**config.mk**
```make
export PLATFORM = sky130hd
export DESIGN_NAME = axi_rd_sub
export DESIGN_NICKNAME = d
export VERILOG_FILES = /design/src/hw/axi_rd_pkg.sv /design/src/hw/axi_rd_sub.sv /design/src/hw/rd_addr_gen.sv /design/src/hw/rd_beat_counter.sv /design/src/hw/rd_ctx_pipe.sv /design/src/hw/rd_skid_buffer.sv /design/src/hw/rd_txn_ctrl.sv
export SDC_FILE = /design/constraint.sdc
export NUM_CORES = 1
export LEC_CHECK = 0
export BUFFER_PORTS_ARGS = -buffer_cell sky130_fd_sc_hd__buf_2
export CAP_MARGIN = 20
export CELL_PAD_IN_SITES_DETAIL_PLACEMENT = 1
export CELL_PAD_IN_SITES_GLOBAL_PLACEMENT = 1
export CORE_AREA = 2 2 131 133
export DETAILED_ROUTE_END_ITERATION = 6
export DIE_AREA = 0 0 133 135
export PLACE_DENSITY_LB_ADDON = 0.1
export SKIP_CTS_REPAIR_TIMING = 1
export SLEW_MARGIN = 20
export SYNTH_ARGS = -nofsm -noshare
export SYNTH_HDL_FRONTEND = slang
export SYNTH_HIERARCHICAL = 1
export SYNTH_SLANG_ARGS = --single-unit
```
**constraint.sdc**
```tcl
create_clock -name clk -period 7 [get_ports clk]
set_input_delay 0 -clock clk [delete_from_list [all_inputs] [get_ports clk]]
set_output_delay 0 -clock clk [all_outputs]
set_load 0.01 [all_outputs]
```
**src/hw/axi_rd_pkg.sv**
```systemverilog
// Shared widths, encodings and payload structs for the AXI read subordinate
// Widths are fixed here since the packed structs depend on them
// WRAP and reserved burst codes are handled as INCR by the address generator

package axi_rd_pkg;

    // ------------------------------
    // Widths
    // ------------------------------
    parameter int ADDR_W = 32;
    parameter int DATA_W = 32;
    // Byte offset bits inside one data word
    parameter int BYTE_W = $clog2(DATA_W / 8);
    parameter int ID_W   = 4;
    parameter int LEN_W  = 8;
    parameter int SIZE_W = 3;

    // ------------------------------
    // Encodings
    // ------------------------------
    typedef enum logic [1:0] {
        FIXED = 2'd0,
        INCR  = 2'd1,
        WRAP  = 2'd2
    } burst_e;

    // EXOKAY is never returned
    typedef enum logic [1:0] {
        OKAY   = 2'd0,
        SLVERR = 2'd2
    } resp_e;

    // ------------------------------
    // Payload structs
    // ------------------------------
    // One AR channel request
    typedef struct packed {
        logic [ADDR_W-1:0] addr;
        burst_e            burst;
        logic [SIZE_W-1:0] size;
        logic [LEN_W-1:0]  len;
        logic [ID_W-1:0]   id;
    } ar_req_t;

    // Context carried alongside each issued beat
    typedef struct packed {
        logic [ID_W-1:0] id;
        logic            last;
    } beat_ctx_t;

    // One R channel beat
    typedef struct packed {
        logic [DATA_W-1:0] data;
        logic [ID_W-1:0]   id;
        resp_e             resp;
        logic              last;
    } r_beat_t;

    // Request towards the internal component, address is word aligned
    typedef struct packed {
        logic [ADDR_W-1:0] addr;
        logic [ID_W-1:0]   id;
    } comp_req_t;

endpackage

```
**src/hw/axi_rd_sub.sv**
```systemverilog
// Read-only AXI subordinate in front of a fixed-latency component
// One AR burst is walked at a time, R beats return in issue order
// Component rdata and err must belong to the beat issued C_LAT cycles earlier
`timescale 1ns/10ps

module axi_rd_sub #(
    parameter int C_LAT = 1
) (
    input  logic                            clk,
    input  logic                            rst_n,
    // AR channel
    input  logic                            i_ar_valid,
    input  axi_rd_pkg::ar_req_t             i_ar,
    output logic                            o_ar_ready,
    // R channel
    output logic                            o_r_valid,
    output axi_rd_pkg::r_beat_t             o_r,
    input  logic                            i_r_ready,
    // Component interface
    output logic                            o_comp_dv,
    output axi_rd_pkg::comp_req_t           o_comp,
    input  logic                            i_comp_hld,
    input  logic [axi_rd_pkg::DATA_W-1:0]   i_comp_rdata,
    input  logic                            i_comp_err
);

    // ------------------------------
    // Internal wiring
    // ------------------------------
    logic                   load;
    logic                   step;
    logic                   last;
    axi_rd_pkg::beat_ctx_t  beat_ctx;

    // Skid chain, index 0 is fed by the context pipe, C_LAT+1 meets the R channel
    logic [C_LAT+1:0]                 pipe_valid;
    logic [C_LAT+1:0]                 pipe_ready;
    axi_rd_pkg::r_beat_t [C_LAT+1:0]  pipe_beat;

    // Acceptance and issue decisions
    rd_txn_ctrl #(
        .C_LAT          (C_LAT)
    ) u_ctrl (
        .clk            (clk),
        .rst_n          (rst_n),
        .i_ar_valid     (i_ar_valid),
        .o_ar_ready     (o_ar_ready),
        .i_last         (last),
        .i_pipe_ready   (pipe_ready[C_LAT:0]),
        .i_comp_hld     (i_comp_hld),
        .o_comp_dv      (o_comp_dv),
        .o_load         (load),
        .o_step         (step)
    );

    rd_beat_counter u_cnt (
        .clk            (clk),
        .rst_n          (rst_n),
        .i_load         (load),
        .i_step         (step),
        .i_len          (i_ar.len),
        .o_last         (last)
    );

    rd_addr_gen u_addr (
        .clk            (clk),
        .rst_n          (rst_n),
        .i_load         (load),
        .i_step         (step),
        .i_ar           (i_ar),
        .o_comp         (o_comp)
    );

    // ID and last travel with the issue strobe
    assign beat_ctx = '{id: o_comp.id, last: last};

    rd_ctx_pipe #(
        .C_LAT          (C_LAT)
    ) u_ctx (
        .clk            (clk),
        .rst_n          (rst_n),
        .i_step         (step),
        .i_ctx          (beat_ctx),
        .i_rdata        (i_comp_rdata),
        .i_err          (i_comp_err),
        .o_valid        (pipe_valid[0]),
        .o_beat         (pipe_beat[0])
    );

    // ------------------------------
    // Data pipeline
    // ------------------------------
    // One stage per beat that can be in flight, plus one
    for (genvar s = 0; s <= C_LAT; s++) begin : g_skid
        rd_skid_buffer u_skid (
            .clk        (clk),
            .rst_n      (rst_n),
            .i_valid    (pipe_valid[s]),
            .o_ready    (pipe_ready[s]),
            .i_beat     (pipe_beat[s]),
            .o_valid    (pipe_valid[s+1]),
            .i_ready    (pipe_ready[s+1]),
            .o_beat     (pipe_beat[s+1])
        );
    end

    assign pipe_ready[C_LAT+1] = i_r_ready;
    assign o_r_valid           = pipe_valid[C_LAT+1];
    assign o_r                 = pipe_beat[C_LAT+1];

endmodule

```
**src/hw/rd_addr_gen.sv**
```systemverilog
// Burst address walker for FIXED and INCR bursts
// arsize is assumed not to exceed the data bus width
// WRAP and reserved burst codes step like INCR
`timescale 1ns/10ps

module rd_addr_gen (
    input  logic                      clk,
    input  logic                      rst_n,
    input  logic                      i_load,
    input  logic                      i_step,
    input  axi_rd_pkg::ar_req_t       i_ar,
    output axi_rd_pkg::comp_req_t     o_comp
);

    logic [axi_rd_pkg::ADDR_W-1:0]  addr_q;
    logic [axi_rd_pkg::ADDR_W-1:0]  incr;
    logic [axi_rd_pkg::SIZE_W-1:0]  size_q;
    axi_rd_pkg::burst_e             burst_q;
    logic [axi_rd_pkg::ID_W-1:0]    id_q;

    // Bytes per beat, 2**size
    always_comb begin
        incr         = '0;
        incr[size_q] = 1'b1;
    end

    always_ff @(posedge clk or negedge rst_n) begin
        if (!rst_n) begin
            addr_q  <= '0;
            size_q  <= '0;
            burst_q <= axi_rd_pkg::FIXED;
            id_q    <= '0;
        end else if (i_load) begin
            addr_q  <= i_ar.addr;
            size_q  <= i_ar.size;
            burst_q <= i_ar.burst;
            id_q    <= i_ar.id;
        end else if (i_step && (burst_q != axi_rd_pkg::FIXED)) begin
            // Full byte address advances, so narrow beats share a word
            addr_q  <= addr_q + incr;
        end
    end

    // Component only sees word aligned addresses
    always_comb begin
        o_comp.addr = {addr_q[axi_rd_pkg::ADDR_W-1:axi_rd_pkg::BYTE_W],
                       {axi_rd_pkg::BYTE_W{1'b0}}};
        o_comp.id   = id_q;
    end

endmodule

```
**src/hw/rd_beat_counter.sv**
```systemverilog
// Beats still to be issued in the active burst
// Holds at zero once the burst has been fully issued
`timescale 1ns/10ps

module rd_beat_counter (
    input  logic                           clk,
    input  logic                           rst_n,
    input  logic                           i_load,
    input  logic                           i_step,
    input  logic [axi_rd_pkg::LEN_W-1:0]   i_len,
    output logic                           o_last
);

    logic [axi_rd_pkg::LEN_W-1:0] cnt;

    // Load takes priority over a coincident step from the old burst
    always_ff @(posedge clk or negedge rst_n) begin
        if (!rst_n) begin
            cnt <= '0;
        end else if (i_load) begin
            cnt <= i_len;
        end else if (i_step && (cnt != '0)) begin
            cnt <= cnt - 1'b1;
        end
    end

    // Zero left means the beat now presented is the last one
    assign o_last = (cnt == '0);

endmodule

```
**src/hw/rd_ctx_pipe.sv**
```systemverilog
// Delays beat context by the component latency and merges read data
// With C_LAT of 0 the context passes straight through
`timescale 1ns/10ps

module rd_ctx_pipe #(
    parameter int C_LAT = 1
) (
    input  logic                            clk,
    input  logic                            rst_n,
    input  logic                            i_step,
    input  axi_rd_pkg::beat_ctx_t           i_ctx,
    input  logic [axi_rd_pkg::DATA_W-1:0]   i_rdata,
    input  logic                            i_err,
    output logic                            o_valid,
    output axi_rd_pkg::r_beat_t             o_beat
);

    // Stage 0 is the issue cycle itself
    logic [C_LAT:0]                   vld;
    axi_rd_pkg::beat_ctx_t [C_LAT:0]  ctx;

    assign vld[0] = i_step;
    assign ctx[0] = i_ctx;

    // One register stage per cycle of latency, several beats may be in flight
    for (genvar k = 1; k <= C_LAT; k++) begin : g_stage
        always_ff @(posedge clk or negedge rst_n) begin
            if (!rst_n) begin
                vld[k] <= 1'b0;
            end else begin
                vld[k] <= vld[k-1];
            end
        end

        // Context is only qualified by the strobe
        always_ff @(posedge clk) begin
            ctx[k] <= ctx[k-1];
        end
    end

    // Join context with the component's answer
    assign o_valid = vld[C_LAT];
    always_comb begin
        o_beat.data = i_rdata;
        o_beat.id   = ctx[C_LAT].id;
        o_beat.resp = i_err ? axi_rd_pkg::SLVERR : axi_rd_pkg::OKAY;
        o_beat.last = ctx[C_LAT].last;
    end

endmodule

```
**src/hw/rd_skid_buffer.sv**
```systemverilog
// Skid buffer for one R beat with a registered ready
// Empty and unstalled it is a combinational pass-through
// A beat arriving during a downstream stall is parked and drained first
`timescale 1ns/10ps

module rd_skid_buffer (
    input  logic                   clk,
    input  logic                   rst_n,
    // Upstream side
    input  logic                   i_valid,
    output logic                   o_ready,
    input  axi_rd_pkg::r_beat_t    i_beat,
    // Downstream side
    output logic                   o_valid,
    input  logic                   i_ready,
    output axi_rd_pkg::r_beat_t    o_beat
);

    // ------------------------------
    // Spare slot
    // ------------------------------
    logic                  skid_valid;
    axi_rd_pkg::r_beat_t   skid_beat;
    logic                  park;

    // Incoming beat that downstream cannot take this cycle
    assign park = i_valid && !skid_valid && !i_ready;

    always_ff @(posedge clk or negedge rst_n) begin
        if (!rst_n) begin
            skid_valid <= 1'b0;
        end else if (skid_valid && i_ready) begin
            // Parked beat leaves first
            skid_valid <= 1'b0;
        end else if (park) begin
            skid_valid <= 1'b1;
        end
    end

    // Payload captured only when parking
    always_ff @(posedge clk) begin
        if (park) begin
            skid_beat <= i_beat;
        end
    end

    // Ready comes straight from a flop so the chain has no long ready path
    assign o_ready = !skid_valid;

    // ------------------------------
    // Output mux
    // ------------------------------
    // Parked beat has priority, it is older than anything upstream
    assign o_valid = skid_valid || i_valid;
    assign o_beat  = skid_valid ? skid_beat : i_beat;

endmodule

```
**src/hw/rd_txn_ctrl.sv**
```systemverilog
// Burst control FSM, decides AR acceptance and component issue
// Issue is held off until every skid stage has room for a beat
`timescale 1ns/10ps

module rd_txn_ctrl #(
    parameter int C_LAT = 1
) (
    input  logic             clk,
    input  logic             rst_n,
    input  logic             i_ar_valid,
    output logic             o_ar_ready,
    input  logic             i_last,
    input  logic [C_LAT:0]   i_pipe_ready,
    input  logic             i_comp_hld,
    output logic             o_comp_dv,
    output logic             o_load,
    output logic             o_step
);

    typedef enum logic {
        IDLE   = 1'b0,
        ACTIVE = 1'b1
    } state_e;

    state_e state;
    logic   final_beat;

    // Room for a beat in every stage covers the worst case stall
    assign o_comp_dv  = (state == ACTIVE) && (&i_pipe_ready);
    assign o_step     = o_comp_dv && !i_comp_hld;
    // Final beat of the burst leaves the component interface this cycle
    assign final_beat = o_step && i_last;

    // Next burst may start in the same cycle the last beat is issued
    assign o_ar_ready = (state == IDLE) || final_beat;
    assign o_load     = i_ar_valid && o_ar_ready;

    // ------------------------------
    // State register
    // ------------------------------
    always_ff @(posedge clk or negedge rst_n) begin
        if (!rst_n) begin
            state <= IDLE;
        end else if (o_load) begin
            // Acceptance wins over a coincident final beat
            state <= ACTIVE;
        end else if (final_beat) begin
            state <= IDLE;
        end
    end

endmodule

```
### Yosys cells after proc, flatten, opt, wreduce, memory -nomap -nowiden

Cells that the tools add are included.

* flip-flop bits (word level): 136
* input bits: 87
* logic and storage cells: 68
* output and inout port bits: 78

* $add $sub $neg: 2
* mux-type cells: 15
* bitwise operators: 1
* magnitude comparators: 2
* reduce and logical (&&, ||, !) cells: 29

Operators by type and width (count)
* 39-bit 2-to-1 mux: 2
* 32-bit 2-to-1 mux: 2
* 32-bit by 8-bit adder with 32-bit output: 1
* 8-bit 2-to-1 mux: 2
* 1-bit logical AND: 13
* 2-bit nonzero test: 6
* 8-bit zero test: 1
* 8-bit nonzero test: 1
* 8-bit by 1-bit subtractor with 8-bit output (second input constant): 1
* 1-bit 2-to-1 mux: 7
* 3-bit by 6-bit < comparator with 1-bit output (second input constant): 1
* 1-bit zero test: 4
* 1-bit demux with 3-bit select: 1
* 3-bit by 1-bit greater-or-equal comparator with 1-bit output (second input constant): 1
* 1-bit logical OR: 3
* 2-bit 2-to-1 mux: 1
* 2-bit AND reduction: 1
* 1-bit inverter: 1

### Logic depth before layout (Yosys ltp)

* depth after elaboration: 8
* depth in mapped cells: 11
* depth with buffers taken out: 10

### Hierarchy

The synthesis kept the hierarchy.

Modules (own cells, without submodules)
* rd_skid_buffer: seq. area each 1196.1 µm², times used 2, area an instance 1880.6 µm², cells an instance 88
* rd_addr_gen: seq. area each 1026.0 µm², times used 1, area an instance 2825.2 µm², cells an instance 313
* rd_beat_counter: seq. area each 200.2 µm², times used 1, area an instance 528.0 µm², cells an instance 58
* rd_ctx_pipe: seq. area each 125.1 µm², times used 1, area an instance 384.1 µm², cells an instance 41
* rd_txn_ctrl: seq. area each 25.0 µm², times used 1, area an instance 85.1 µm², cells an instance 7

### Worst setup path after synthesis

OpenSTA, ideal clock, no wires.

* path kind: register -> register
* from: register g_skid[1].u_skid.skid_valid
* to: register g_skid[0].u_skid/skid_beat[0] (netlist bit), enable pin
* arrival: 3.624 ns
* data required time: 6.508 ns
* stages on the path, launching flop included: 5
* clock period less this slack: 4.115 ns
* setup time: 0.492 ns
* path slack: 2.885 ns
* path buffers: 2
* cells stage by stage: dfrtp_1 -> buf_6 -> buf_6 -> inv_1 -> nor3b_1

* word-level cells in the longest chain between the ends: 1

RTL lines
* from (decl): line rd_skid_buffer.sv:22 `logic skid_valid;`
* from (signal assigned): line rd_skid_buffer.sv:31 `skid_valid <= 1'b0;`
* from (signal assigned): line rd_skid_buffer.sv:34 `skid_valid <= 1'b0;`
* from (signal assigned): line rd_skid_buffer.sv:36 `skid_valid <= 1'b1;`
* 1-bit logical AND: line rd_skid_buffer.sv:27 `assign park = i_valid && !skid_valid && !i_ready;`
* via g_skid[0].u_skid.park: line rd_skid_buffer.sv:24 `logic park;`
* to (signal assigned): line rd_skid_buffer.sv:43 `skid_beat <= i_beat;`
* to (decl): line rd_skid_buffer.sv:23 `axi_rd_pkg::r_beat_t skid_beat;`

The timed path passes the listed nets, and every way through them passes these cells.
A chain may end at the register's enable or synchronous reset.

### Worst setup path after layout

* from: register u_cnt/cnt[0] (netlist bit)
* to: register u_addr/addr_q[7] (netlist bit)

* word-level cells in the longest chain between the ends: 5
* elaborated cells between the ends (all ways): 6
* those cells by class: mux: 1; reduce/logical: 5

RTL lines
* from (decl): line rd_beat_counter.sv:14 `logic [axi_rd_pkg::LEN_W-1:0] cnt;`
* from (signal assigned): line rd_beat_counter.sv:21 `cnt <= i_len;`
* from (signal assigned): line rd_beat_counter.sv:23 `cnt <= cnt - 1'b1;`
* 8-bit zero test (*): line rd_beat_counter.sv:28 `assign o_last = (cnt == '0);`
* via last: line axi_rd_sub.sv:32 `logic last;`
* 1-bit logical AND (*): line rd_txn_ctrl.sv:32 `assign final_beat = o_step && i_last;`
* 1-bit logical OR (*): line rd_txn_ctrl.sv:35 `assign o_ar_ready = (state == IDLE) || final_beat;`
* 1-bit logical AND (*): line rd_txn_ctrl.sv:36 `assign o_load = i_ar_valid && o_ar_ready;`
* via load: line axi_rd_sub.sv:30 `logic load;`
* 32-bit 2-to-1 mux or 2-bit nonzero test (tied branches)
* to (signal assigned): line rd_addr_gen.sv:34 `addr_q <= i_ar.addr;`
* to (signal assigned): line rd_addr_gen.sv:40 `addr_q <= addr_q + incr;`
* to (decl): line rd_addr_gen.sv:15 `logic [axi_rd_pkg::ADDR_W-1:0] addr_q;`

Mark *: on every way through the listed nets, which the timed path passes. The rest lies on a longest branch.

==> metrics <==
CTS Buffer Depth 2; design area 0.00945 mm²; Area contributors post-synth edfxtp_1 (31%), dfrtp_1 (17%), mux2_4 (14%); leading area contributor after synthesis edfxtp_1; clock buffer count from CTS 17; root buf cell clkbuf_16; Tightest Pin Transition 793 ps; via count 5,391; layout cells sized above 1 38.4%; Commonest cells post-synth edfxtp_1 (78), mux2_4 (72), buf_4 (69); Congestion Overflow GR 0; Synth Flop Type edfxtp_1; largest net degree at the start of global routing 70; Max IR drop VDD 0.183 mV; Slew Limit Headroom 46.8%; Mapped Area 0.00758 mm²; Residual DRC 0; Clock Pin Slew Worst Setup and Hold Paths 60 ps; Unique masters post-synth 63; Crit Path Category reg -> reg; Leak Pwr 3.90 nW; Avg Inst Size Synth 12.7 µm²; CTS tree built; Gate Count Post-Synth 595; vias in the first global route 5,329; Req. time, crit path 7260 ps; core area 0.0164 mm²; Final HPWL DP 12,500 µm; top-count cell post-synth edfxtp_1; Crit Path Max Fanout 69; gr usage total 20.4%; initial drt markers 269; CP Launch Type register; Antenna Violating Nets Remaining 0; initial antenna violation count 0; Net count, final 875; Rows 47; Die Area 0.0180 mm²; final WL 18,800 µm; diodes inserted 0; Chip Width 133 µm; status finished clean; CP arrival 4430 ps; sequential share of the synthesized area 49.7%; later-pin clock latency in the skew report 410 ps; Starting Density 46.2%; post-synth top area share 30.9%; EDFF count, synth 78; Die Span Y 135 µm; max-slew violations 0; H-tree levels 4; IO Count 165; GPL Wtd Cong 0.770; skew final 8.18 ps; post-synthesis register bit count 136; final setup fails 0; per-cell routed wire length 18.6 µm; max-cap violations 0; power density cells 338 mW/mm²; total power 3.19 mW; RSZ-0062 raised after global routing false; f_max 240 MHz; pre-CTS setup slack 2930 ps; Vias/cell 5.34; Initial DRT Pass Iterations 5; Layout area overhead 24.6%; TNS Setup 0 ps; Post-synth ARST share 39.0%; Placed Area 0.00801 mm²; Final min period 4170 ps; final worst slack 2830 ps; final hold viol count 0; Syn. warnings 6; crit end category register; Clock Sinks 136; first-pass GRT wire length 28,600 µm; hold crit path type in -> reg; final worst path period share 59.6%; Port Buffers 162
## state kept, by name, indices dropped and copies added (netlist names)
signal	count
u_addr/addr_q	32
g_skid.u_skid/skid_beat	78
u_cnt/cnt	8
u_addr/size_q	3
u_ctx/o_beat	5
u_ctx/o_valid	1
g_skid.u_skid/skid_valid	2
u_addr/burst_q	2
u_ctrl/state	1
u_addr/id_q	4
## layout make-up
| type | count | area, µm² |
|---|---|---|
| Fill cell | 1689 | 6960 |
| Sequential cell | 136 | 3770 |
| Multi-Input combinational cell | 358 | 3060 |
| Timing Repair Buffer | 256 | 1730 |
| Clock buffer | 17 | 425 |
| Tap cell | 220 | 275 |
| Clock inverter | 15 | 153 |
| Inverter | 8 | 30.0 |
## power by group
group | switching, mW | internal (mW)
Combinational | 0.553 | 0.516
Clock | 0.347 | 0.524
Sequential | 0.198 | 1.06
## metrics by stage
stage               utilization [%]  hold WS, ps  std cells
global route                   57.6          144       1010
detailed placement             48.8          191        892
floorplan                         -         -296        596
finish                         57.6          126       1010
global placement               48.8          190        892
CTS                            52.3         -259        924
## path summary, 6_finish.rpt
path	slack [ps]	cells past startpoint	start	endpoint
min	130	2	i_comp_hld	u_ctx/o_valid
max in group asynchronous	6190	3	rst_n	g_skid[0].u_skid/skid_valid
max	2830	11	u_cnt/cnt[0]	u_addr/addr_q[7]
max reg2reg	2830	11	u_cnt/cnt[0]	u_addr/addr_q[7]
min reg2reg	400	0	u_addr/id_q[1]	u_ctx/o_beat[4]
min in group asynchronous	250	3	rst_n	u_cnt/cnt[2]
## routing by layer
metal / vias up / track usage [%] / part of all wire [%]
li1: 2540 / - / -
met1: 2681 / 25.6 / 43
met2: 149 / 35.5 / 52
met3: 21 / 4.20 / 3.9
met4: 0 / 6.27 / 1.2
met5: - / 0 / 0
## cells by family (layout without fill, tap and decap cells)
family / Yosys count / after routing / share of synthesized area [%]
and+or+nand+nor: 142 / 142 / 10.8
DFF: 136 / 136 / 49.7
adders and majority gates: 11 / 11 / 1.91
AOI/OAI and AO/OA: 97 / 97 / 8.65
muxes: 92 / 92 / 17.1
other: 2 / 3 / 0.0990
buffers and inverters: 102 / 296 / 10.2
xor gates and xnor gates: 13 / 13 / 1.50
## worst max-delay path, stage by stage (launching register included)
cell and delay (ps):
dfrtp_1 400, inv_1 130, ha_1 230, or3b_2 490, nor2_1 320, nand4b_4 180, a21boi_4 170, buf_4 530
clkinv_1 850, and3_1 400, a21oi_1 150, o31ai_1 90
## cells in the final DEF, fill, tap and decap left out, types with 9 or more instances in the layout
master,count
ha_1,10
mux2_2,15
nand2_1,31
o31ai_1,9
o21ai_0,25
nor3b_1,9
nand4_1,10
dfrtp_1,51
buf_2,162
nor2_1,21
mux2_4,72
a31oi_1,14
dlygate4sd3_1,86
nand3_1,15
edfxtp_1,78
a21oi_1,10
o211ai_1,9
clkbuf_16,17
or4_1,15
xor2_1,9
No activity file was read; power rests on OpenSTA's default activity.
